`src/rtl/dla_pkg.sv`:
```
package dla_pkg;

    //////////////////////////////
    // datapath sizes
    localparam int TN              = 4;                  // lanes per word
    localparam int FEATURE_WIDTH   = 8;
    localparam int KERNEL_WIDTH    = 8;
    localparam int BUS_WIDTH       = TN * 8;             // feature, weight and ext bus word
    localparam int BUF_ADDR_WIDTH  = 8;
    localparam int BANK_DEPTH      = 2 ** BUF_ADDR_WIDTH;
    localparam int BANK_WIDTH      = 1;                  // feature bank select
    localparam int EXT_ADDR_WIDTH  = 16;
    localparam int COUNT_WIDTH     = 8;
    localparam int SHIFT_WIDTH     = 4;
    localparam int INSTR_WIDTH     = 64;
    localparam int QUEUE_DEPTH     = 8;
    localparam int QUEUE_PTR_WIDTH = $clog2(QUEUE_DEPTH);
    localparam int QUEUE_CNT_WIDTH = $clog2(QUEUE_DEPTH + 1);
    localparam int ACC_WIDTH       = 18;                 // four 16b products
    localparam int SCALED_WIDTH    = 16;
    localparam int RESULT_CREDITS  = 4;                  // results allowed in flight
    localparam int CREDIT_WIDTH    = $clog2(RESULT_CREDITS + 1);
    localparam int RSVD_WIDTH      = INSTR_WIDTH - 4 - EXT_ADDR_WIDTH - BUF_ADDR_WIDTH
                                     - COUNT_WIDTH - BANK_WIDTH - SHIFT_WIDTH;

    //////////////////////////////
    // instruction word
    typedef enum logic [3:0] {
        OP_NOP          = 4'd0,
        OP_LOAD_FEATURE = 4'd1,
        OP_LOAD_WEIGHT  = 4'd2,
        OP_COMPUTE      = 4'd3,
        OP_HALT         = 4'd4
    } opcode_e;

    typedef struct packed {
        opcode_e                   opcode;    // top nibble
        logic [EXT_ADDR_WIDTH-1:0] src_addr;  // ext addr on loads, feature addr on compute
        logic [BUF_ADDR_WIDTH-1:0] dst_addr;  // buffer addr on loads, weight addr on compute
        logic [COUNT_WIDTH-1:0]    count;     // words or results
        logic [BANK_WIDTH-1:0]     bank;
        logic [SHIFT_WIDTH-1:0]    shift;
        logic [RSVD_WIDTH-1:0]     reserved;
    } instr_t;

    //////////////////////////////
    // block to block bundles
    typedef struct packed {
        logic [EXT_ADDR_WIDTH-1:0] src_addr;
        logic [BUF_ADDR_WIDTH-1:0] dst_addr;
        logic [COUNT_WIDTH-1:0]    count;
    } load_req_t;

    typedef struct packed {
        logic                      en;
        logic [BANK_WIDTH-1:0]     bank;
        logic [BUF_ADDR_WIDTH-1:0] addr;
        logic [BUS_WIDTH-1:0]      data;
    } buf_wr_t;

    typedef struct packed {
        logic                    valid;
        logic [SCALED_WIDTH-1:0] value;   // signed, saturated
    } result_t;

endpackage

```
`src/rtl/instr_queue.sv`:
```
module instr_queue (
    input  logic                                clk,
    input  logic                                i_reset,
    input  logic                                i_wr_en,
    input  dla_pkg::instr_t                     i_wr_data,
    input  logic                                i_rd_en,
    output dla_pkg::instr_t                     o_rd_data,
    output logic [dla_pkg::QUEUE_CNT_WIDTH-1:0] o_count,
    output logic                                o_empty
);
    import dla_pkg::*;

    instr_t                     mem [QUEUE_DEPTH];
    logic [QUEUE_PTR_WIDTH-1:0] wr_ptr;
    logic [QUEUE_PTR_WIDTH-1:0] rd_ptr;

    assign o_empty = (o_count == '0);

    always_ff @(posedge clk) begin
        if (i_reset) begin
            wr_ptr  <= '0;
            rd_ptr  <= '0;
            o_count <= '0;
        end else begin
            if (i_wr_en) wr_ptr <= wr_ptr + 1'b1;   // depth is a power of two
            if (i_rd_en) rd_ptr <= rd_ptr + 1'b1;
            o_count <= o_count + QUEUE_CNT_WIDTH'(i_wr_en) - QUEUE_CNT_WIDTH'(i_rd_en);
        end
    end

    // popped word valid the cycle after the pop
    always_ff @(posedge clk) begin
        if (i_wr_en) mem[wr_ptr] <= i_wr_data;
        if (i_rd_en) o_rd_data <= mem[rd_ptr];
    end

    // fetcher books a slot per outstanding read
    a_no_overflow: assert property (@(posedge clk) disable iff (i_reset)
        i_wr_en |-> (o_count < QUEUE_CNT_WIDTH'(QUEUE_DEPTH)));

    // controller only pops what is there
    a_no_underflow: assert property (@(posedge clk) disable iff (i_reset)
        i_rd_en |-> !o_empty);

endmodule

```
`config.mk`:
```
export PLATFORM = sky130hd
export DESIGN_NAME = instr_queue
export DESIGN_NICKNAME = d
export VERILOG_FILES = /design/src/rtl/dla_pkg.sv /design/src/rtl/instr_queue.sv
export SDC_FILE = /design/constraint.sdc
export NUM_CORES = 1
export LEC_CHECK = 0
export ABC_AREA = 1
export ABC_CLOCK_PERIOD_IN_PS = 7900
export BUFFER_PORTS_ARGS = -buffer_cell sky130_fd_sc_hd__buf_2
export CORE_MARGIN = 2
export CORE_UTILIZATION = 55
export DETAILED_ROUTE_END_ITERATION = 6
export GPL_TIMING_DRIVEN = 0
export PLACE_DENSITY = 0.75
export REMOVE_ABC_BUFFERS = 1
export SYNTH_ARGS = -nofsm -noshare
export SYNTH_HDL_FRONTEND = slang
export SYNTH_SLANG_ARGS = --single-unit
```
`constraint.sdc`:
```
create_clock -name clk -period 7.9 [get_ports clk]
set_input_delay 2.37 -clock clk [delete_from_list [all_inputs] [get_ports clk]]
set_output_delay 2.37 -clock clk [all_outputs]
set_load 0.005 [all_outputs]
```
==> flow_metrics.tcl <==
set metrics [dict create \
    num-fill-cells 3204 \
    vias 15800 \
    cp_top_family "simple AND/OR/NAND/NOR gates" \
    finalWirelength_mm 52.6 \
    numCtsBuffers 56 \
    first_iter_violations 1222 \
    hold-worst-slack_ns 0.507 \
    end_kind "register" \
    grt_use_total_pct 22.7 \
    yosysTopAreaCellShare_pct 69.6 \
    min_from "wr_ptr[0]$_SDFFE_PP0P_" \
    layout.nets 2557 \
    min_period_over_period_pct 48.2 \
    clk_latency_ns 0.60 \
    max_slew_margin_pct 37.3 \
    drc 0 \
    synth_edf_count 576 \
    cts_resized 0 \
    startpoint_type "input port" \
    power_mw 6.69 \
    max_clock_freq_mhz 263 \
    finalHoldViolCount 0 \
    fin_skew_ns 0.0188 \
    multi_input_area_um2 4750 \
    cts_tree "done" \
    r2r_end "o_rd_data[3]$_DFFE_PP_" \
    critical_path_class "in -> reg" \
    place_area_um2 26500 \
    synth-seq-cells 586 \
    hp-class "reg -> reg" \
    place.gp.congestion 0.715 \
    status "complete, no violations" \
    p_per_area_nw_per_um2 237 \
    clock-sinks 586 \
    drive_gt1_share_pct 10.2 \
    max-vdd-ir-drop_mv 0.158 \
    setup_viol 0 \
    avgSynthCellArea_um2 10.6 \
    post_cts_buffers 0 \
    max-cap-violations 0 \
    post-dp-hpwl_mm 30.2 \
    ant_nets 0 \
    crit_cells 6 \
    num_rows 77 \
    syn_area_um2 24800 \
    wl_per_cell_um 16.8 \
    critPathBufInv 4 \
    ff2ff_path_depth 9 \
    fin_crit_ns 3.81 \
    rr_startpoint "rd_ptr[0]$_SDFFE_PP0P_" \
    crit_chain "buf_2, inv_1, or2_2, nor2_4, buf_12, buf_12" \
    grt_max_degree 169 \
    synth.largest_area_cell "edfxtp_1" \
    synth_seq_area_share_pct 70.4 \
    htree_levels 2 \
    die_w_um 217 \
    cts_hold_buf 0 \
    fin_util_pct 63.5 \
    grt_pass1_wl_mm 81.7 \
    viasPerCell 5.06 \
    start_util_pct 55.9 \
    synth_flop_cell "edfxtp_1" \
    synth_common_cells "nand2_1 (844), edfxtp_1 (576), inv_1 (529)" \
    ctsRootBufferMaster "clkbuf_16" \
    path_max_fanout 20 \
    grt_setup_unrepaired "false" \
    worstPathRequired_ns 8.19 \
    arrival_ns 4.10 \
    yosysMostFrequentCell "nand2_1" \
    ys_warn_count 0 \
    antenna_found_initial 10 \
    crit_slowest_cell "nor2_4" \
    ctsLongestPathBuffers 3 \
    core_region_area_um2 44400 \
    regArea_um2 17500 \
    port_buffers 136 \
    hold-path-cell-count 2 \
    maxSlewViolCount 0 \
    synthTopCellsByArea "edfxtp_1 (70%), nand2_1 (13%), inv_1 (8.0%)" \
    crit_path_max_incr_delay_ns 0.62 \
    cp_common_cell "buf_12" \
    setup-tns-final_ns 0 \
    fin_area_um2 28200 \
    synth.distinct_cells 18 \
    synth-async-reset-ratio_pct 0 \
    synthCells 2353 \
    tightest_slew_ns 0.941 \
    first_pass_iters 5 \
    min_to "wr_ptr[0]$_SDFFE_PP0P_" \
    clkTransAtPathRegs_ns 0.07 \
    grt_overflow 0 \
    grt_pass1_vias 15700 \
    die_area_um2 46900 \
    die_y_um 217 \
    r2r_slack_ns 5.11 \
    io_pins 137 \
    p_leak_nw 12.7 \
    area_growth_pct 13.6 \
]
report_power, final:
group	leakage, nW	internal (mW)	switching [mW]	total, mW
registers	5.36	3.54	0.0453	3.58
logic	6.50	0.193	0.371	0.564
clock network	0.840	1.45	1.09	2.54
cell usage in the layout, fill, tap and decap left out, drive strengths merged:
cell type  instances
clkinvlp           1
nor2              13
dfxtp             10
nand3            257
bufinv             4
fa                 1
diode              5
ha                 7
clkinv            21
or2                2
edfxtp           576
buf              169
nand2            844
inv              530
clkbuf            78
o21ai              6
a21oi              8
flip-flops by register name (all words and copies together) (netlist names):
signal     cells
rd_ptr         3
o_rd_data     64
wr_ptr         3
mem          512
o_count        4
layer usage:
metal	part of all wire (%)	vias up	track usage, %	wire length, µm
met5	0.12	-	0	64
met4	2.5	10	8.08	1330
met3	7.7	113	5.07	4040
met2	50	523	39.2	26200
met1	40	7530	28.2	20900
li1	-	7637	-	-
per-stage QoR:
step / setup slack, ns / std cells
detailed placement: 3.52 / 3015
floorplan: 0.0506 / 2254
global placement: -5.93 / 2982
global route: 4.04 / 3122
finish: 4.09 / 3124
CTS: 4.10 / 3119
tightest hold or removal path, stage by stage (launching register included):
cell	delay, ns
dfxtp_1	0.34
nand2_1	0.07
a21oi_1	0.05
logic make-up (layout without fill, tap and decap cells):
family / after synthesis / count (layout) / share of synthesized area, %
compound gates: 14 / 14 / 0.282
other cells: 0 / 5 / 0
simple gates: 1116 / 1116 / 18.2
buf+inv: 629 / 803 / 10.7
flops: 586 / 586 / 70.4
fa+ha+maj: 8 / 8 / 0.433
worst max path at each step:
stage / from / end
after floorplan: rd_ptr[0]$_SDFFE_PP0P_ / o_rd_data[0]$_DFFE_PP_
after global placement: rd_ptr[0]$_SDFFE_PP0P_ / o_rd_data[60]$_DFFE_PP_
after detailed placement: i_wr_en / mem[2][27]$_DFFE_PP_
after CTS: o_count[2]$_SDFF_PP0_ / o_empty
after global routing: o_count[2]$_SDFF_PP0_ / o_empty
final: i_wr_en / mem[2][26]$_DFFE_PP_
area by class of cell:
type | count | share of cell area [%]
Inverter | 530 | 7.10
Clock inverter | 26 | 0.776
Antenna cell | 5 | 0.0443
Clock buffer | 78 | 5.33
Sequential cell | 586 | 62.0
Tap cell | 592 | 2.62
Multi-Input combinational cell | 1138 | 16.8
Timing Repair Buffer | 169 | 5.24
(Power assumes the default switching activity.)
