--- src/rtl/dla_pkg.sv ---
package dla_pkg;

    //////////////////////////////
    // datapath sizes
    localparam int TN              = 4;                  // lanes per word
    localparam int FEATURE_WIDTH   = 8;
    localparam int KERNEL_WIDTH    = 8;
    localparam int BUS_WIDTH       = TN * 8;             // feature, weight and ext bus word
    localparam int BUF_ADDR_WIDTH  = 8;
    localparam int BANK_DEPTH      = 2 ** BUF_ADDR_WIDTH;
    localparam int BANK_WIDTH      = 1;                  // feature bank select
    localparam int EXT_ADDR_WIDTH  = 16;
    localparam int COUNT_WIDTH     = 8;
    localparam int SHIFT_WIDTH     = 4;
    localparam int INSTR_WIDTH     = 64;
    localparam int QUEUE_DEPTH     = 8;
    localparam int QUEUE_PTR_WIDTH = $clog2(QUEUE_DEPTH);
    localparam int QUEUE_CNT_WIDTH = $clog2(QUEUE_DEPTH + 1);
    localparam int ACC_WIDTH       = 18;                 // four 16b products
    localparam int SCALED_WIDTH    = 16;
    localparam int RESULT_CREDITS  = 4;                  // results allowed in flight
    localparam int CREDIT_WIDTH    = $clog2(RESULT_CREDITS + 1);
    localparam int RSVD_WIDTH      = INSTR_WIDTH - 4 - EXT_ADDR_WIDTH - BUF_ADDR_WIDTH
                                     - COUNT_WIDTH - BANK_WIDTH - SHIFT_WIDTH;

    //////////////////////////////
    // instruction word
    typedef enum logic [3:0] {
        OP_NOP          = 4'd0,
        OP_LOAD_FEATURE = 4'd1,
        OP_LOAD_WEIGHT  = 4'd2,
        OP_COMPUTE      = 4'd3,
        OP_HALT         = 4'd4
    } opcode_e;

    typedef struct packed {
        opcode_e                   opcode;    // top nibble
        logic [EXT_ADDR_WIDTH-1:0] src_addr;  // ext addr on loads, feature addr on compute
        logic [BUF_ADDR_WIDTH-1:0] dst_addr;  // buffer addr on loads, weight addr on compute
        logic [COUNT_WIDTH-1:0]    count;     // words or results
        logic [BANK_WIDTH-1:0]     bank;
        logic [SHIFT_WIDTH-1:0]    shift;
        logic [RSVD_WIDTH-1:0]     reserved;
    } instr_t;

    //////////////////////////////
    // block to block bundles
    typedef struct packed {
        logic [EXT_ADDR_WIDTH-1:0] src_addr;
        logic [BUF_ADDR_WIDTH-1:0] dst_addr;
        logic [COUNT_WIDTH-1:0]    count;
    } load_req_t;

    typedef struct packed {
        logic                      en;
        logic [BANK_WIDTH-1:0]     bank;
        logic [BUF_ADDR_WIDTH-1:0] addr;
        logic [BUS_WIDTH-1:0]      data;
    } buf_wr_t;

    typedef struct packed {
        logic                    valid;
        logic [SCALED_WIDTH-1:0] value;   // signed, saturated
    } result_t;

endpackage

--- src/rtl/layer_controller.sv ---
module layer_controller (
    input  logic                           clk,
    input  logic                           i_reset,
    input  logic                           i_acc_enable,
    input  logic                           i_queue_empty,
    input  dla_pkg::instr_t                i_queue_data,
    output logic                           o_queue_rd_en,
    output logic                           o_fetch_enable,
    output logic                           o_feature_start,
    output dla_pkg::load_req_t             o_feature_req,
    output logic [dla_pkg::BANK_WIDTH-1:0] o_feature_bank,
    input  logic                           i_feature_done,
    output logic                           o_weight_start,
    output dla_pkg::load_req_t             o_weight_req,
    input  logic                           i_weight_done,
    output logic                           o_compute_start,
    output dla_pkg::instr_t                o_compute_instr,
    input  logic                           i_compute_done,
    output logic                           o_done
);
    import dla_pkg::*;

    typedef enum logic [2:0] {IDLE, POP, DECODE, WAIT_DONE, HALTED} state_e;

    state_e    state;
    state_e    state_next;
    opcode_e   op;
    load_req_t req;
    logic      any_done;

    assign op        = i_queue_data.opcode;   // valid in DECODE
    assign any_done  = i_feature_done || i_weight_done || i_compute_done;

    //////////////////////////////
    // FSM
    always_comb begin
        state_next = state;
        case (state)
            IDLE:      if (i_acc_enable) state_next = POP;
            POP:       if (!i_queue_empty) state_next = DECODE;
            DECODE: begin
                case (op)
                    OP_HALT:         state_next = HALTED;
                    OP_LOAD_FEATURE,
                    OP_LOAD_WEIGHT,
                    OP_COMPUTE:      state_next = WAIT_DONE;
                    default:         state_next = POP;    // nop, unknown codes skipped
                endcase
            end
            WAIT_DONE: if (any_done) state_next = POP;    // one instr at a time
            default:   state_next = HALTED;               // stays until reset
        endcase
    end

    always_ff @(posedge clk) begin
        if (i_reset) begin
            state <= IDLE;
        end else begin
            state <= state_next;
        end
    end

    assign o_queue_rd_en  = (state == POP) && !i_queue_empty;
    assign o_fetch_enable = (state == IDLE) ? i_acc_enable : (state != HALTED);
    assign o_done         = (state == HALTED);

    //////////////////////////////
    // dispatch
    assign req = '{src_addr: i_queue_data.src_addr,
                   dst_addr: i_queue_data.dst_addr,
                   count:    i_queue_data.count};

    assign o_feature_start = (state == DECODE) && (op == OP_LOAD_FEATURE);
    assign o_weight_start  = (state == DECODE) && (op == OP_LOAD_WEIGHT);
    assign o_compute_start = (state == DECODE) && (op == OP_COMPUTE);
    assign o_feature_req   = req;
    assign o_weight_req    = req;
    assign o_feature_bank  = i_queue_data.bank;
    assign o_compute_instr = i_queue_data;    // engine latches on start

    a_one_start: assert property (@(posedge clk) disable iff (i_reset)
        $onehot0({o_feature_start, o_weight_start, o_compute_start}));

    // engines finish only work handed out
    a_done_expected: assert property (@(posedge clk) disable iff (i_reset)
        any_done |-> (state == WAIT_DONE));

endmodule

--- config.mk ---
export PLATFORM = sky130hd
export DESIGN_NAME = layer_controller
export DESIGN_NICKNAME = d
export VERILOG_FILES = /design/src/rtl/dla_pkg.sv /design/src/rtl/layer_controller.sv
export SDC_FILE = /design/constraint.sdc
export NUM_CORES = 1
export LEC_CHECK = 0
export BUFFER_PORTS_ARGS = -buffer_cell sky130_fd_sc_hd__buf_4
export CAP_MARGIN = 10
export CORE_AREA = 2 2 79 81
export DETAILED_ROUTE_END_ITERATION = 16
export DIE_AREA = 0 0 81 83
export PLACE_DENSITY = 0.67
export SETUP_SLACK_MARGIN = 0.02
export SYNTH_ARGS = -nofsm -noshare
export SYNTH_HDL_FRONTEND = slang
export SYNTH_SLANG_ARGS = --single-unit
--- constraint.sdc ---
create_clock -name clk -period 1.4 [get_ports clk]
set_input_delay 0.21 -clock clk [delete_from_list [all_inputs] [get_ports clk]]
set_output_delay 0.21 -clock clk [all_outputs]
set_load 0.01 [all_outputs]
==> impl_results.md <==
- CTS sink cnt: 3
- Post-DP HPWL: around 1.2 mm
- First-pass GRT wire length: about 2.3 mm
- Post-route clock skew: 0.001062 ns
- DR pass1 iterations: 2
- Largest reg by FF count: state
- Dpl ws: -0.1829 ns
- Startpoint types: register
- Slew @ Worst Pin: roughly 0.23 ns
- Relative max-transition margin: 84.75%
- Required @ worst endpoint: roughly 1.2 ns
- Row count: 28
- Ys async rst share: 0%
- Distinct cells, synth: 19
- Failing checks: negative setup slack
- Mean post-synth cell area: around 7.6 um^2
- CTS Buf Count: 3
- Clk Latency, worst-skew pair: between 0.2 and 0.25 ns
- Number of global-route vias before repair: 445
- Cell area after synthesis: around 1200 um^2
- Largest buffer count on any clock path: 2
- Vias: roughly 410
- Post-route ant nets: 0
- Post-Route Utilization: 10.52%
- Initial Utilization: about 20%
- Top cells by count, synth: buf_4, nor2_1, dfxtp_1, nor3_1, nor3b_2
- Biggest regs: state (3)
- Nets: 130
- Seq cells post-synth: 3
- Largest area contributor in the netlist: buf_4
- Share of cells above drive strength 1: 70.69%
- Fin. max-slew vios: 0
- Total global routing overflow: 0
- Post-route setup slack: -0.4356 ns
- Status: complete, but fails checks
- Max rail drop VDD: about 0.28 mV
- CP max FO: 3
- CTS root buffer: clkbuf_8
- HP Class: in -> reg
- Period utilisation layout: 131.1%
- Maxcap violations: 0
- Critical Path AT: 1.63 ns
- DR WL/cell: 12.38 um
- Crit end category: output pin
- Setup violations, final: 4
- Max reg flops: 3
- Fillers: roughly 700
- Syn_nets: ~230
- Die Height: 83 um
- DR vias/cell: about 3.1
- Dpl cell area: between 500 and 600 um^2
- CTS tree: built
- Ys flop type: dfxtp_1
- Die area: around 6700 um^2
- N_diodes: 0
- Post-CTS Hold Fix Bufs: 0
- Leak: between 0.2 and 0.3 nW
- Hold Slack: between 0.15 and 0.2 ns
- Synth top area cells: buf_4, dfxtp_1, nor3b_2
- Total Routing Usage GR: roughly 4.4%
- Non-Filler Instances: about 130
- Horiz. Die Dim: 81 um
- Power per Cell Area: between 700 and 800 nW/um^2
- Core footprint: between 5000 and 6000 um^2
- Worst reg2reg setup slack: -0.11 ns
- Total Wirelength: between 1.5 and 2 mm
- Port buffer count: 20
- Setup TNS: -1.241 ns
- Final min period: 1.836 ns
- Routability cong.: roughly 0.67
- Warnings from Yosys: 0
- RSZ-0062 raised after global routing: yes
- Synth top area share: 81.73%
- Worst-path clk slew: ~0.03 ns
- DRC: 0
- Initial antenna violation count: 0
- Power Total: 0.4407 mW
- Mapped Cells: 156
- Area grow syn2layout: -48.36%
- Seq/Total Area, Yosys: between 5 and 6%
- Most numerous cell in the Yosys netlist: buf_4
- Largest net degree at the start of global routing: 7
- Critical path class: reg -> out
- Number of synthesized flops with an enable pin: 0
- Fmax: between 0.5 and 0.6 GHz
- Inst Count DP: between 100 and 150
- Final Hold Viols: 0
- Number of I/O pins: 206
- H-tree Lvls: 1
- Final instance area: roughly 600 um^2
- Starting DRT DRC Count: 5
metal layers:
layer  part of all wire, %  wire length (um)  vias to the layer above  track usage (%)
met2                    38               631                       48            4.583
met3                    26               429                       31            5.000
met4                    11               176                        0            6.626
met5                     0                 0                        -                0
met1                    25               408                      164            3.211
li1                      -                 -                      163                -
worst max-delay path: stages, from the launching register on:
cell	delay [ns]
dfxtp_2	0.31
or3b_4	0.39
or3_4	0.38
nor3b_4	0.21
buf_6	0.12
cells by family after synthesis:
logic type	count (synthesis)	share of synthesized area, %
flip-flops	3	5.069
buffers and inverters	130	82.05
AO/OA/AOI/OAI	5	2.956
AND/OR/NAND/NOR	18	9.928
power breakdown:
part / switching [mW] / total (mW) / internal, mW
combinational: 0.0440 / 0.0997 / 0.0557
sequential: 0.00221 / 0.0930 / 0.0908
clock: 0.0541 / 0.248 / 0.194
total: 0.100 / 0.441 / 0.340
timing repair:
| item | CTS | global route |
|---|---|---|
| endpoints found under the setup margin | 3 | 5 |
| resized for setup | 1 | 8 |
| setup buffers | 1 | 2 |
| pin swaps | 0 | 3 |
final timing paths:
| check | depth (start not counted) | to | start |
|---|---|---|---|
| setup / recovery | 4 | o_feature_start | state[0]$_SDFFE_PP0P_ |
| setup reg to reg | 5 | state[1]$_SDFFE_PP0P_ | state[0]$_SDFFE_PP0P_ |
| hold reg to reg | 3 | state[2]$_SDFFE_PP0P_ | state[2]$_SDFFE_PP0P_ |
| hold / removal | 2 | state[0]$_SDFFE_PP0P_ | i_reset |
final cells by class:
cell class                 instances  area [um^2]  share of cell area, %
clock buffer                       4        45.04                  7.362
multi-input combinational         23        192.7                  31.49
sequential                         3        62.56                  10.22
timing repair buffer              27        214.0                  34.97
inverter                           1        3.754                 0.6135
tap                               75        93.84                  15.34
cells in the final DEF, fill, tap and decap left out:
master and n:
buf_6 3, nand2b_4 1, clkbuf_1 1, nor3b_1 1
a21oi_1 1, and3_1 1, clkbuf_8 3, or3b_4 1
nor2b_1 1, or3_4 1, a41oi_1 1, or2_2 1
nor3_2 2, o21ai_0 1, nor3_1 1, and2_1 1
a211oi_1 1, buf_4 24, nor2_1 5, nor3b_4 2
dfxtp_1 1, dfxtp_2 2, inv_1 1, o32ai_2 1
Power figures use the tool's default switching activity.
