[config.mk]
export PLATFORM = sky130hd
export DESIGN_NAME = instr_fetch
export DESIGN_NICKNAME = d
export VERILOG_FILES = /design/src/rtl/dla_pkg.sv /design/src/rtl/instr_fetch.sv
export SDC_FILE = /design/constraint.sdc
export NUM_CORES = 1
export LEC_CHECK = 0
export ABC_AREA = 1
export BUFFER_PORTS_ARGS = -buffer_cell sky130_fd_sc_hd__buf_2
export CORE_UTILIZATION = 35
export CTS_BUF_LIST = sky130_fd_sc_hd__clkbuf_16
export DETAILED_ROUTE_END_ITERATION = 8
export PLACE_DENSITY = 0.87
export SKIP_LAST_GASP = 1
export SLEW_MARGIN = 20
export SYNTH_ARGS = -nofsm -noshare
export SYNTH_HDL_FRONTEND = slang
export SYNTH_SLANG_ARGS = --single-unit
[constraint.sdc]
create_clock -name clk -period 1.4 [get_ports clk]
set_input_delay 0.07 -clock clk [delete_from_list [all_inputs] [get_ports clk]]
set_output_delay 0.07 -clock clk [all_outputs]
set_load 0.01 [all_outputs]
[src/rtl/dla_pkg.sv]
package dla_pkg;

    //////////////////////////////
    // datapath sizes
    localparam int TN              = 4;                  // lanes per word
    localparam int FEATURE_WIDTH   = 8;
    localparam int KERNEL_WIDTH    = 8;
    localparam int BUS_WIDTH       = TN * 8;             // feature, weight and ext bus word
    localparam int BUF_ADDR_WIDTH  = 8;
    localparam int BANK_DEPTH      = 2 ** BUF_ADDR_WIDTH;
    localparam int BANK_WIDTH      = 1;                  // feature bank select
    localparam int EXT_ADDR_WIDTH  = 16;
    localparam int COUNT_WIDTH     = 8;
    localparam int SHIFT_WIDTH     = 4;
    localparam int INSTR_WIDTH     = 64;
    localparam int QUEUE_DEPTH     = 8;
    localparam int QUEUE_PTR_WIDTH = $clog2(QUEUE_DEPTH);
    localparam int QUEUE_CNT_WIDTH = $clog2(QUEUE_DEPTH + 1);
    localparam int ACC_WIDTH       = 18;                 // four 16b products
    localparam int SCALED_WIDTH    = 16;
    localparam int RESULT_CREDITS  = 4;                  // results allowed in flight
    localparam int CREDIT_WIDTH    = $clog2(RESULT_CREDITS + 1);
    localparam int RSVD_WIDTH      = INSTR_WIDTH - 4 - EXT_ADDR_WIDTH - BUF_ADDR_WIDTH
                                     - COUNT_WIDTH - BANK_WIDTH - SHIFT_WIDTH;

    //////////////////////////////
    // instruction word
    typedef enum logic [3:0] {
        OP_NOP          = 4'd0,
        OP_LOAD_FEATURE = 4'd1,
        OP_LOAD_WEIGHT  = 4'd2,
        OP_COMPUTE      = 4'd3,
        OP_HALT         = 4'd4
    } opcode_e;

    typedef struct packed {
        opcode_e                   opcode;    // top nibble
        logic [EXT_ADDR_WIDTH-1:0] src_addr;  // ext addr on loads, feature addr on compute
        logic [BUF_ADDR_WIDTH-1:0] dst_addr;  // buffer addr on loads, weight addr on compute
        logic [COUNT_WIDTH-1:0]    count;     // words or results
        logic [BANK_WIDTH-1:0]     bank;
        logic [SHIFT_WIDTH-1:0]    shift;
        logic [RSVD_WIDTH-1:0]     reserved;
    } instr_t;

    //////////////////////////////
    // block to block bundles
    typedef struct packed {
        logic [EXT_ADDR_WIDTH-1:0] src_addr;
        logic [BUF_ADDR_WIDTH-1:0] dst_addr;
        logic [COUNT_WIDTH-1:0]    count;
    } load_req_t;

    typedef struct packed {
        logic                      en;
        logic [BANK_WIDTH-1:0]     bank;
        logic [BUF_ADDR_WIDTH-1:0] addr;
        logic [BUS_WIDTH-1:0]      data;
    } buf_wr_t;

    typedef struct packed {
        logic                    valid;
        logic [SCALED_WIDTH-1:0] value;   // signed, saturated
    } result_t;

endpackage

[src/rtl/instr_fetch.sv]
module instr_fetch (
    input  logic                                clk,
    input  logic                                i_reset,
    input  logic                                i_fetch_enable,
    input  logic [dla_pkg::QUEUE_CNT_WIDTH-1:0] i_queue_count,
    output logic [dla_pkg::EXT_ADDR_WIDTH-1:0]  o_instr_addr,
    output logic                                o_instr_rd_en,
    input  logic [dla_pkg::INSTR_WIDTH-1:0]     i_instr_data,
    output logic                                o_queue_wr_en,
    output dla_pkg::instr_t                     o_queue_data
);
    import dla_pkg::*;

    logic                       halted;     // halt already landed
    logic                       halt_seen;  // halt landing now
    logic [QUEUE_CNT_WIDTH-1:0] booked;     // queue entries plus reads in flight
    logic                       can_issue;

    // word shows up one cycle after its read, goes straight to the queue
    assign o_queue_data = instr_t'(i_instr_data);
    assign halt_seen    = o_queue_wr_en && (o_queue_data.opcode == OP_HALT);

    // two reads may be in flight, one issued and one landing
    assign booked    = i_queue_count + QUEUE_CNT_WIDTH'(o_instr_rd_en)
                       + QUEUE_CNT_WIDTH'(o_queue_wr_en);
    assign can_issue = i_fetch_enable && !halted && !halt_seen
                       && (booked < QUEUE_CNT_WIDTH'(QUEUE_DEPTH));

    always_ff @(posedge clk) begin
        if (i_reset) begin
            o_instr_addr  <= '0;           // program always starts at 0
            o_instr_rd_en <= 1'b0;
            o_queue_wr_en <= 1'b0;
            halted        <= 1'b0;
        end else begin
            o_instr_rd_en <= can_issue;
            o_queue_wr_en <= o_instr_rd_en;
            // step past the address once its read went out
            o_instr_addr  <= o_instr_addr + EXT_ADDR_WIDTH'(o_instr_rd_en);
            if (halt_seen) begin
                halted <= 1'b1;            // sticky until reset
            end
        end
    end

endmodule

==> flow_metrics.tcl, run 1 <==
set metrics [dict create \
    grt_usage_pct 11.3 \
    grt_pass1_wl_um 3820 \
    gp_congestion 0.803 \
    slew_headroom_pct 80.6 \
    whs_path_depth 4 \
    multiInputGateArea_um2 505 \
    antenna_left 0 \
    vias_per_cell 4.62 \
    h-tree-depth 1 \
    final_cells 223 \
    seq_area_frac_synth_pct 26.7 \
    cts_tree "yes" \
    drive_above_1_share_pct 29.7 \
    cts-hold-fix-buffers 0 \
    cp_max_fo 4 \
    synth-seq-cells 19 \
    place_ws_ps 12.6 \
    n_fill_cell 388 \
    final-seq-area_um2 382 \
    r2r_end "o_instr_addr[10]" \
    tightest_slew_ps 289 \
    worstPathRequired_ps 1540 \
    dr_wl_met3_um 244 \
    fin_crit_sh_pct 93.1 \
    met2_length_um 1070 \
    place_inst 217 \
    min_to "o_instr_rd_en" \
    yosysWarnings 0 \
    power_density_nw_per_um2 924 \
    reg2reg_from "o_instr_addr[0]" \
    min_from "i_queue_count[3]" \
    wl_met1_um 1030 \
    synthCells 201 \
    grt_overflow 0 \
    dieArea_um2 4330 \
    clk_latency_ps 250 \
    run_status "finished clean" \
    critical_path_class "reg -> reg" \
    die_x_um 65.8 \
    avgSynthCellArea_um2 7.09 \
    final_hold_viol_count 0 \
    cp.arrival_ps 1450 \
    initial_core_util_pct 37.8 \
    clockBufferDepth 2 \
    final.setup.worst_slack_ps 96.6 \
    startpoint_type "flop" \
    final_common_cell "buf_2" \
    maxCapViolCount 0 \
    dr.first_iter.drc_count 112 \
    clkSinkCount 19 \
    cts_buffers 3 \
    finalSetupViolations 0 \
    dp_hpwl_um 1820 \
    leakage_nw 0.613 \
    drtPass1Iterations 4 \
    antenna_found_initial 0 \
    io_buffers 32 \
    hp-class "in -> reg" \
    synth_area_um2 1430 \
    io_pins 153 \
    cts-root-buf "clkbuf_16" \
    clkSlewWorstSetupHoldPaths_ps 50 \
    report.final.slew_viol_count 0 \
    area_growth_pct -9.66 \
    grt_max_degree 11 \
    drc 0 \
    reg2reg_slack_ps 100 \
    fin_crit_ps 1300 \
    critPathCaptureType "flop" \
    nets 250 \
    fmax_ghz 0.767 \
    antenna_cells 0 \
    yosysUniqueCellTypes 22 \
    coreArea_um2 3770 \
    vias 1031 \
    final_cell_mix "32 x buf_2, 29 x nand2_1, 28 x nor2_1, 20 x inv_1, 18 x dfxtp_1" \
    top_layer "met4" \
    wire_per_inst_um 10.6 \
    grt_pass1_vias 887 \
    wirelength_um 2370 \
    irDropWorstVdd_v 0.000441 \
    syn-num-nets 275 \
    reg2reg_depth 7 \
    fp.dieH_um 65.8 \
    skew_ps 3.97 \
    rows 22 \
]
-- what timing repair did --
| action | 4_1_cts | 5_1_grt |
|---|---|---|
| setup endpoints to repair | 1 | 5 |
| gates resized for setup | 1 | 8 |
| endpoints found under the hold margin | 0 | 0 |
| pin swaps | 0 | 3 |
| setup buffers | 0 | 2 |
-- report_power, final --
| group | internal (mW) | leakage [nW] | switching, mW | total [mW] |
|---|---|---|---|---|
| sequential | 0.546 | 0.154 | 0.00318 | 0.549 |
| clock | 0.380 | 0.0423 | 0.195 | 0.575 |
| combinational | 0.0293 | 0.417 | 0.0364 | 0.0657 |
| total | 0.955 | 0.613 | 0.235 | 1.19 |
-- through the flow --
stage                     hold WS (ps)  instance area (um^2)  TNS [ps]  total power [mW]  utilization, %
after detailed placement           140                  1170         0             0.625            31.0
after global routing              93.9                  1290     -6.98              1.24            34.1
after floorplan                    224                  1430         0             0.776               -
after CTS                         81.8                  1250         0              1.21            33.0
after global placement             140                  1170         0             0.623            31.0
final                             76.7                  1290         0              1.19            34.1
-- routing by layer --
metal | vias to the layer above | GRT usage (%)
met5 | - | 0
met4 | 0 | 3.80
met3 | 8 | 5.34
met2 | 53 | 16.7
met1 | 468 | 14.1
li1 | 502 | -
-- cells in the mapped netlist --
| master | instances | area, um^2 |
|---|---|---|
| nor2_2 | 3 | 18.8 |
| nand4_1 | 4 | 25.0 |
| xor2_1 | 1 | 8.76 |
| nand2_2 | 3 | 18.8 |
| o21a_1 | 2 | 15.0 |
| nor2b_1 | 1 | 6.26 |
| o21ai_0 | 3 | 15.0 |
| nand3_1 | 8 | 40.0 |
| clkinv_1 | 1 | 3.75 |
| nand3b_1 | 1 | 7.51 |
| buf_2 | 1 | 5.00 |
| nand2_1 | 29 | 109 |
| a21o_1 | 1 | 7.51 |
| a211oi_1 | 1 | 7.51 |
| inv_1 | 20 | 75.1 |
| o21bai_2 | 2 | 22.5 |
| a21oi_1 | 5 | 25.0 |
| dfxtp_1 | 19 | 380 |
| nor2_4 | 1 | 11.3 |
| buf_4 | 64 | 480 |
| nor2_1 | 28 | 105 |
| ha_1 | 3 | 37.5 |
-- registers in the layout (all words and copies together) (netlist names) --
name and count:
o_instr_addr 16, o_queue_wr_en 1, halted 1, o_instr_rd_en 1
-- worst max-delay path, stage by stage (launching register included) --
cell and delay (ps):
dfxtp_1 330, ha_2 220, ha_4 150, nand3_2 120, inv_2 100, nand3b_1 100
o21ai_1 130, nor2_1 50
-- cells by family after synthesis --
kind of cell | Yosys count | share of synthesized area, %
simple gates | 78 | 24.0
fa+ha+maj | 3 | 2.63
flops | 19 | 26.7
buf+inv | 86 | 39.6
compound gates | 14 | 6.50
xor+xnor | 1 | 0.615
-- area by class of cell --
type | count | area share, %
multi-input cells | 96 | 39.3
flip-flops and latches | 19 | 29.6
repair buffers | 35 | 14.2
inverters | 21 | 6.12
clock buffers | 3 | 5.83
well taps | 48 | 4.66
clock inverters | 1 | 0.292
-- how the worst max path moves through the flow --
stage	startpoint	cells past startpoint	to
6_report	o_instr_addr[0]	7	o_instr_addr[10]
5_1_grt	o_instr_addr[0]	8	o_instr_addr[12]
4_1_cts	o_instr_addr[0]	7	o_instr_addr[10]
3_5_place_dp	o_instr_addr[0]	7	o_instr_addr[10]
3_3_place_gp	o_instr_rd_en	7	o_instr_addr[10]
2_1_floorplan	o_instr_rd_en	7	o_instr_addr[10]
Note: power is estimated with default switching activity, not from simulation.
==> run 2, diff against run 1 <==
- CORE_ASPECT_RATIO: not set -> 0.8
- REMOVE_ABC_BUFFERS: not set -> 1
==> run 2 against run 1 <==
  * Sequential power about the same
  * Critical path depth grew 1
  * First-iteration DRC count fell by 69%
  * Worst setup slack improved by 37 ps
  * Global-route usage increased by 20 points
  * Final cell count rose by 2.2%
  * Sequential share of layout area is the same
  * Die area about the same
  * Combinational power up 5.0%
  * Total power rose by 2.2%
  * Worst hold slack lost 10 ps
  * Largest power group unchanged
  * Highest routed layer is now met5
==> flow_metrics.tcl, run 2 (same netlist as run 1, synthesis figures left out) <==
set metrics [dict create \
    run_status "finished clean" \
    cp-startpoint "o_instr_addr[0]" \
    crit_slowest_cell "dfxtp_1" \
    reg2reg_depth 8 \
    antenna_cells 0 \
    grt_pass1_vias 1028 \
    fmax_ghz 0.790 \
    irDropWorstVdd_v 0.000403 \
    skew_ps 1.20 \
    cp.arrival_ps 1460 \
    vias_per_cell 4.96 \
    multiInputGateArea_um2 510 \
    cts-hold-fix-buffers 0 \
    clkSlewWorstSetupHoldPaths_ps 60 \
    final-seq-area_um2 382 \
    drtPass1Iterations 4 \
    grt_overflow 0 \
    hp-class "in -> reg" \
    report.final.slew_viol_count 0 \
    maxCapViolCount 0 \
    grt_usage_pct 30.9 \
    tightest_slew_ps 300 \
    io_pins 153 \
    wirelength_um 6750 \
    critical_path_class "reg -> reg" \
    fin_crit_sh_pct 90.5 \
    n_fill_cell 427 \
    final_common_cell "buf_2" \
    regMostFlops "o_instr_addr" \
    dieArea_um2 4330 \
    final_cell_mix "32 x buf_2, 29 x nand2_1, 28 x nor2_1, 19 x inv_1, 18 x dfxtp_1" \
    reg2reg_from "o_instr_addr[0]" \
    slew_headroom_pct 79.9 \
    critPathCaptureType "flop" \
    clkSinkCount 19 \
    fp.dieH_um 59.1 \
    dp_hpwl_um 6040 \
    cts-root-buf "clkbuf_16" \
    wire_per_inst_um 29.6 \
    antenna_found_initial 0 \
    grt_pass1_wl_um 8470 \
    final_hold_viol_count 0 \
    power_density_nw_per_um2 944 \
    cts_tree "yes" \
    coreArea_um2 3850 \
    nets 248 \
    grt_max_degree 12 \
    startpoint_type "flop" \
    whs_path_depth 4 \
    h-tree-depth 1 \
    io_buffers 32 \
    worstPathRequired_ps 1590 \
    min_from "i_queue_count[3]" \
    initial_core_util_pct 37.0 \
    drive_above_1_share_pct 29.5 \
    fin_crit_ps 1270 \
    gp_congestion 0.955 \
    leakage_nw 0.602 \
    vias 1130 \
    dr.first_iter.drc_count 35 \
    cp_slowest_stage_delay_ps 360 \
    rows 20 \
    antenna_left 0 \
    finalPower_mw 1.22 \
    crit_path_cell_trace "ha_4 -> ha_4 -> nand3_2 -> inv_2 -> nand3_1 -> nand2_1 -> nand2_1 -> nor2_1" \
    rsz0062_at_grt "no" \
    die_x_um 73.3 \
    area_growth_pct -9.66 \
    clk_latency_ps 250 \
    drc 0 \
    tns_ps 0 \
    cts_buffers 3 \
    clockBufferDepth 2 \
    postLayoutCoreUtil_pct 33.4 \
    cp_max_fo 4 \
    largest_reg_flops 16 \
    finalSetupViolations 0 \
]
run 2: layer usage:
layer | up-vias | part of all wire, % | GRT usage [%]
met3 | 14 | 28 | 41.5
met2 | 141 | 48 | 52.4
met1 | 473 | 21 | 17.3
li1 | 500 | - | -
met5 | - | 0.39 | 11.1
met4 | 2 | 2.5 | 9.34
run 2: power by group:
part           internal, mW  switching (mW)  total (mW)
logic                0.0303          0.0388      0.0690
registers             0.546         0.00443       0.550
clock network         0.383           0.213       0.596
run 2: metrics by stage:
step	hold slack [ps]	setup slack (ps)	cells	area, um^2
floorplan	139	21.3	136	940
global placement	140	86.7	224	1180
detailed placement	140	13.8	224	1180
CTS	71.2	2.74	228	1260
global route	89.7	2.24	228	1290
finish	66.5	133	228	1290
run 2: cell type report:
class | count | area share [%]
Clock inverter | 1 | 0.389
Timing Repair Buffer | 33 | 13.0
Multi-Input combinational cell | 96 | 39.7
Clock buffer | 3 | 5.83
Inverter | 21 | 6.12
Tap cell | 55 | 5.35
Sequential cell | 19 | 29.6
run 2: critical path: cells and delay by family, from the launching register on:
| kind | cells | cell delay, ps |
|---|---|---|
| fa+ha+maj | 2 | 320 |
| flops | 1 | 360 |
| simple gates | 5 | 430 |
| buf+inv | 1 | 100 |
run 2: repair_timing:
action	CTS	global route
gates resized for setup	0	8
buffers inserted	0	0
setup endpoints to repair	0	6
run 2: path summary, 6_finish.rpt:
check	endpoint	slack, ps
setup / recovery	o_instr_addr[12]	130
hold / removal	o_instr_rd_en	70
setup reg to reg	o_instr_addr[12]	130
hold reg to reg	halted	470
==> run 3, diff against run 2 <==
- CORE_UTILIZATION: 35 -> 38
- PLACE_DENSITY: 0.87 -> 0.93
- clock period: 1.4 -> 1.5 ns (I/O delays scaled with it)
==> run 3 against run 2 <==
  * The run now ends with DRC left
  * Clock skew barely moved
  * Fmax fell by 8.8%
  * Critical path depth fell by 2
  * Worst setup slack got worse by 22 ps
  * Combinational power fell by 12%
  * Cell area fell by 3.9%
  * Sequential cell count did not move
  * Sequential power fell by 6.7%
  * Global-route usage rose by 3.5 points
  * Via count barely moved
  * Sequential share of layout area rose by 1.2 points
  * Routed wire length fell by 0.15%
  * Critical endpoint is now o_instr_addr[6]
  * Largest power group unchanged
==> flow_metrics.tcl, run 3 (same netlist as run 1, synthesis figures left out) <==
set metrics [dict create \
    run_status "finished, violations left" \
    violations "DRC" \
    grt_usage_pct 34.3 \
    cts_tree "yes" \
    regMostFlops "o_instr_addr" \
    tightest_slew_ps 294 \
    grt_pass1_wl_um 8800 \
    skew_ps 1.48 \
    drtPass1Iterations 6 \
    drc 21 \
    grt_max_degree 11 \
    antenna_left 0 \
    n_fill_cell 371 \
    gr-usage-met3_pct 46.1 \
    clk_latency_ps 250 \
    fp.dieH_um 56.8 \
    grt-busiest-layer "met2" \
    use_met2_pct 56.7 \
    antenna_found_initial 0 \
    area_growth_pct -13.2 \
    dieArea_um2 4000 \
    min_from "i_queue_count[3]" \
    cpLargestDelayFamily "adder cells" \
    largest_reg_flops 16 \
    dp_hpwl_um 6090 \
    cp_max_fo 4 \
    whs_path_depth 4 \
    worstPathRequired_ps 1650 \
    cp_num_cells 6 \
    fin_crit_ps 1390 \
    vias 1129 \
    tns_ps 0 \
    initial_core_util_pct 40.5 \
    leakage_nw 0.597 \
    antenna_cells 0 \
    power_density_nw_per_um2 904 \
    cts_setup_buffers 0 \
    cts-hold-fix-buffers 0 \
    crit_slowest_cell "dfxtp_2" \
    fin_crit_sh_pct 92.6 \
    report.final.slew_viol_count 0 \
    gp_congestion 0.958 \
    r2r_end "o_instr_addr[6]" \
    final_common_cell "buf_2" \
    multiInputGateArea_um2 485 \
    hp-class "in -> reg" \
    reg2reg_depth 6 \
    min_to "o_instr_rd_en" \
    post_cts_resized 0 \
    cts-root-buf "clkbuf_16" \
    cp-startpoint "o_instr_rd_en" \
    wirelength_um 6740 \
    cp_num_buf_inv 0 \
    cp_slowest_stage_delay_ps 350 \
    grt_overflow 0 \
    final_cell_mix "32 x buf_2, 29 x nand2_1, 28 x nor2_1, 20 x inv_1, 18 x dfxtp_1" \
    finalSetupViolations 0 \
    fmax_ghz 0.720 \
    fin_area_um2 1240 \
    die_x_um 70.5 \
    clkSlewWorstSetupHoldPaths_ps 50 \
    cp.arrival_ps 1540 \
    crit_path_cell_trace "ha_2 -> ha_2 -> nand3_1 -> nor2_2 -> nor2_1 -> a211oi_1" \
    final-seq-area_um2 382 \
    drive_above_1_share_pct 27.9 \
    startpoint_type "flop" \
    coreArea_um2 3520 \
    vias_per_cell 5.28 \
    clkSinkCount 19 \
    dr.first_iter.drc_count 88 \
    clockBufferDepth 2 \
    cts_buffers 3 \
    rsz0062_at_grt "no" \
    reg2reg_from "o_instr_rd_en" \
    io_buffers 32 \
    critical_path_class "reg -> reg" \
    grt_pass1_vias 1021 \
    reg2reg_slack_ps 110 \
    rows 19 \
    grt.met1_usage_pct 16.9 \
    slew_headroom_pct 80.3 \
    final_hold_viol_count 0 \
    irDropWorstVdd_v 0.000372 \
    io_pins 153 \
    placed_area_um2 1150 \
    crit_top_cell "ha_2" \
    nets 247 \
    h-tree-depth 1 \
    wire_per_inst_um 31.5 \
    critPathCaptureType "flop" \
    maxCapViolCount 0 \
]
## run 3: cell types whose count changed in the layout (fill, tap and decap cells not counted)
| cell | previous run | this run |
|---|---|---|
| ha_2 | 0 | 2 |
| ha_4 | 2 | 0 |
| buf_4 | 1 | 0 |
| clkinv_2 | 1 | 0 |
| inv_1 | 19 | 20 |
| nand3_1 | 7 | 8 |
| nand3_2 | 1 | 0 |
| o21ai_0 | 2 | 3 |
| o21ai_1 | 1 | 0 |
## run 3: worst max path at each step
stage          slack [ps]                to
4_1_cts                50  o_instr_addr[10]
6_report              110   o_instr_addr[6]
3_5_place_dp           60  o_instr_addr[10]
5_1_grt                 4  o_instr_addr[10]
3_3_place_gp          140  o_instr_addr[10]
2_1_floorplan         120  o_instr_addr[10]
## run 3: tightest hold or removal path: cells and delay by family
family,cells,cell delay [ps]
simple gates,3,140
buf+inv,1,90
## run 3: through the flow
step	cells	utilization, %	hold WS [ps]	setup slack (ps)	power (mW)
after floorplan	136	-	144	121	0.545
after global placement	210	32.8	150	139	0.581
after global routing	214	35.2	122	3.63	1.16
final	214	35.2	94.8	111	1.12
after detailed placement	210	32.8	150	60.6	0.583
after CTS	214	35.0	98.5	53.2	1.12
## run 3: cell type report
type,count,share of cell area [%]
sequential,19,30.8
tap,42,4.25
clock buffer,3,6.07
clock inverter,1,0.303
inverter,21,6.37
timing repair buffer,32,12.9
multi-input combinational,96,39.2
## run 3: report_power, final
part	switching (mW)	leakage [nW]	internal, mW
Sequential	0.00341	0.154	0.509
Combinational	0.0352	0.401	0.0256
Clock	0.191	0.0423	0.355
## run 3: layer usage
layer	share of wire, %	vias to the layer above
li1	-	499
met4	5.1	2
met3	28	22
met5	0.40	-
met1	18	474
met2	48	132
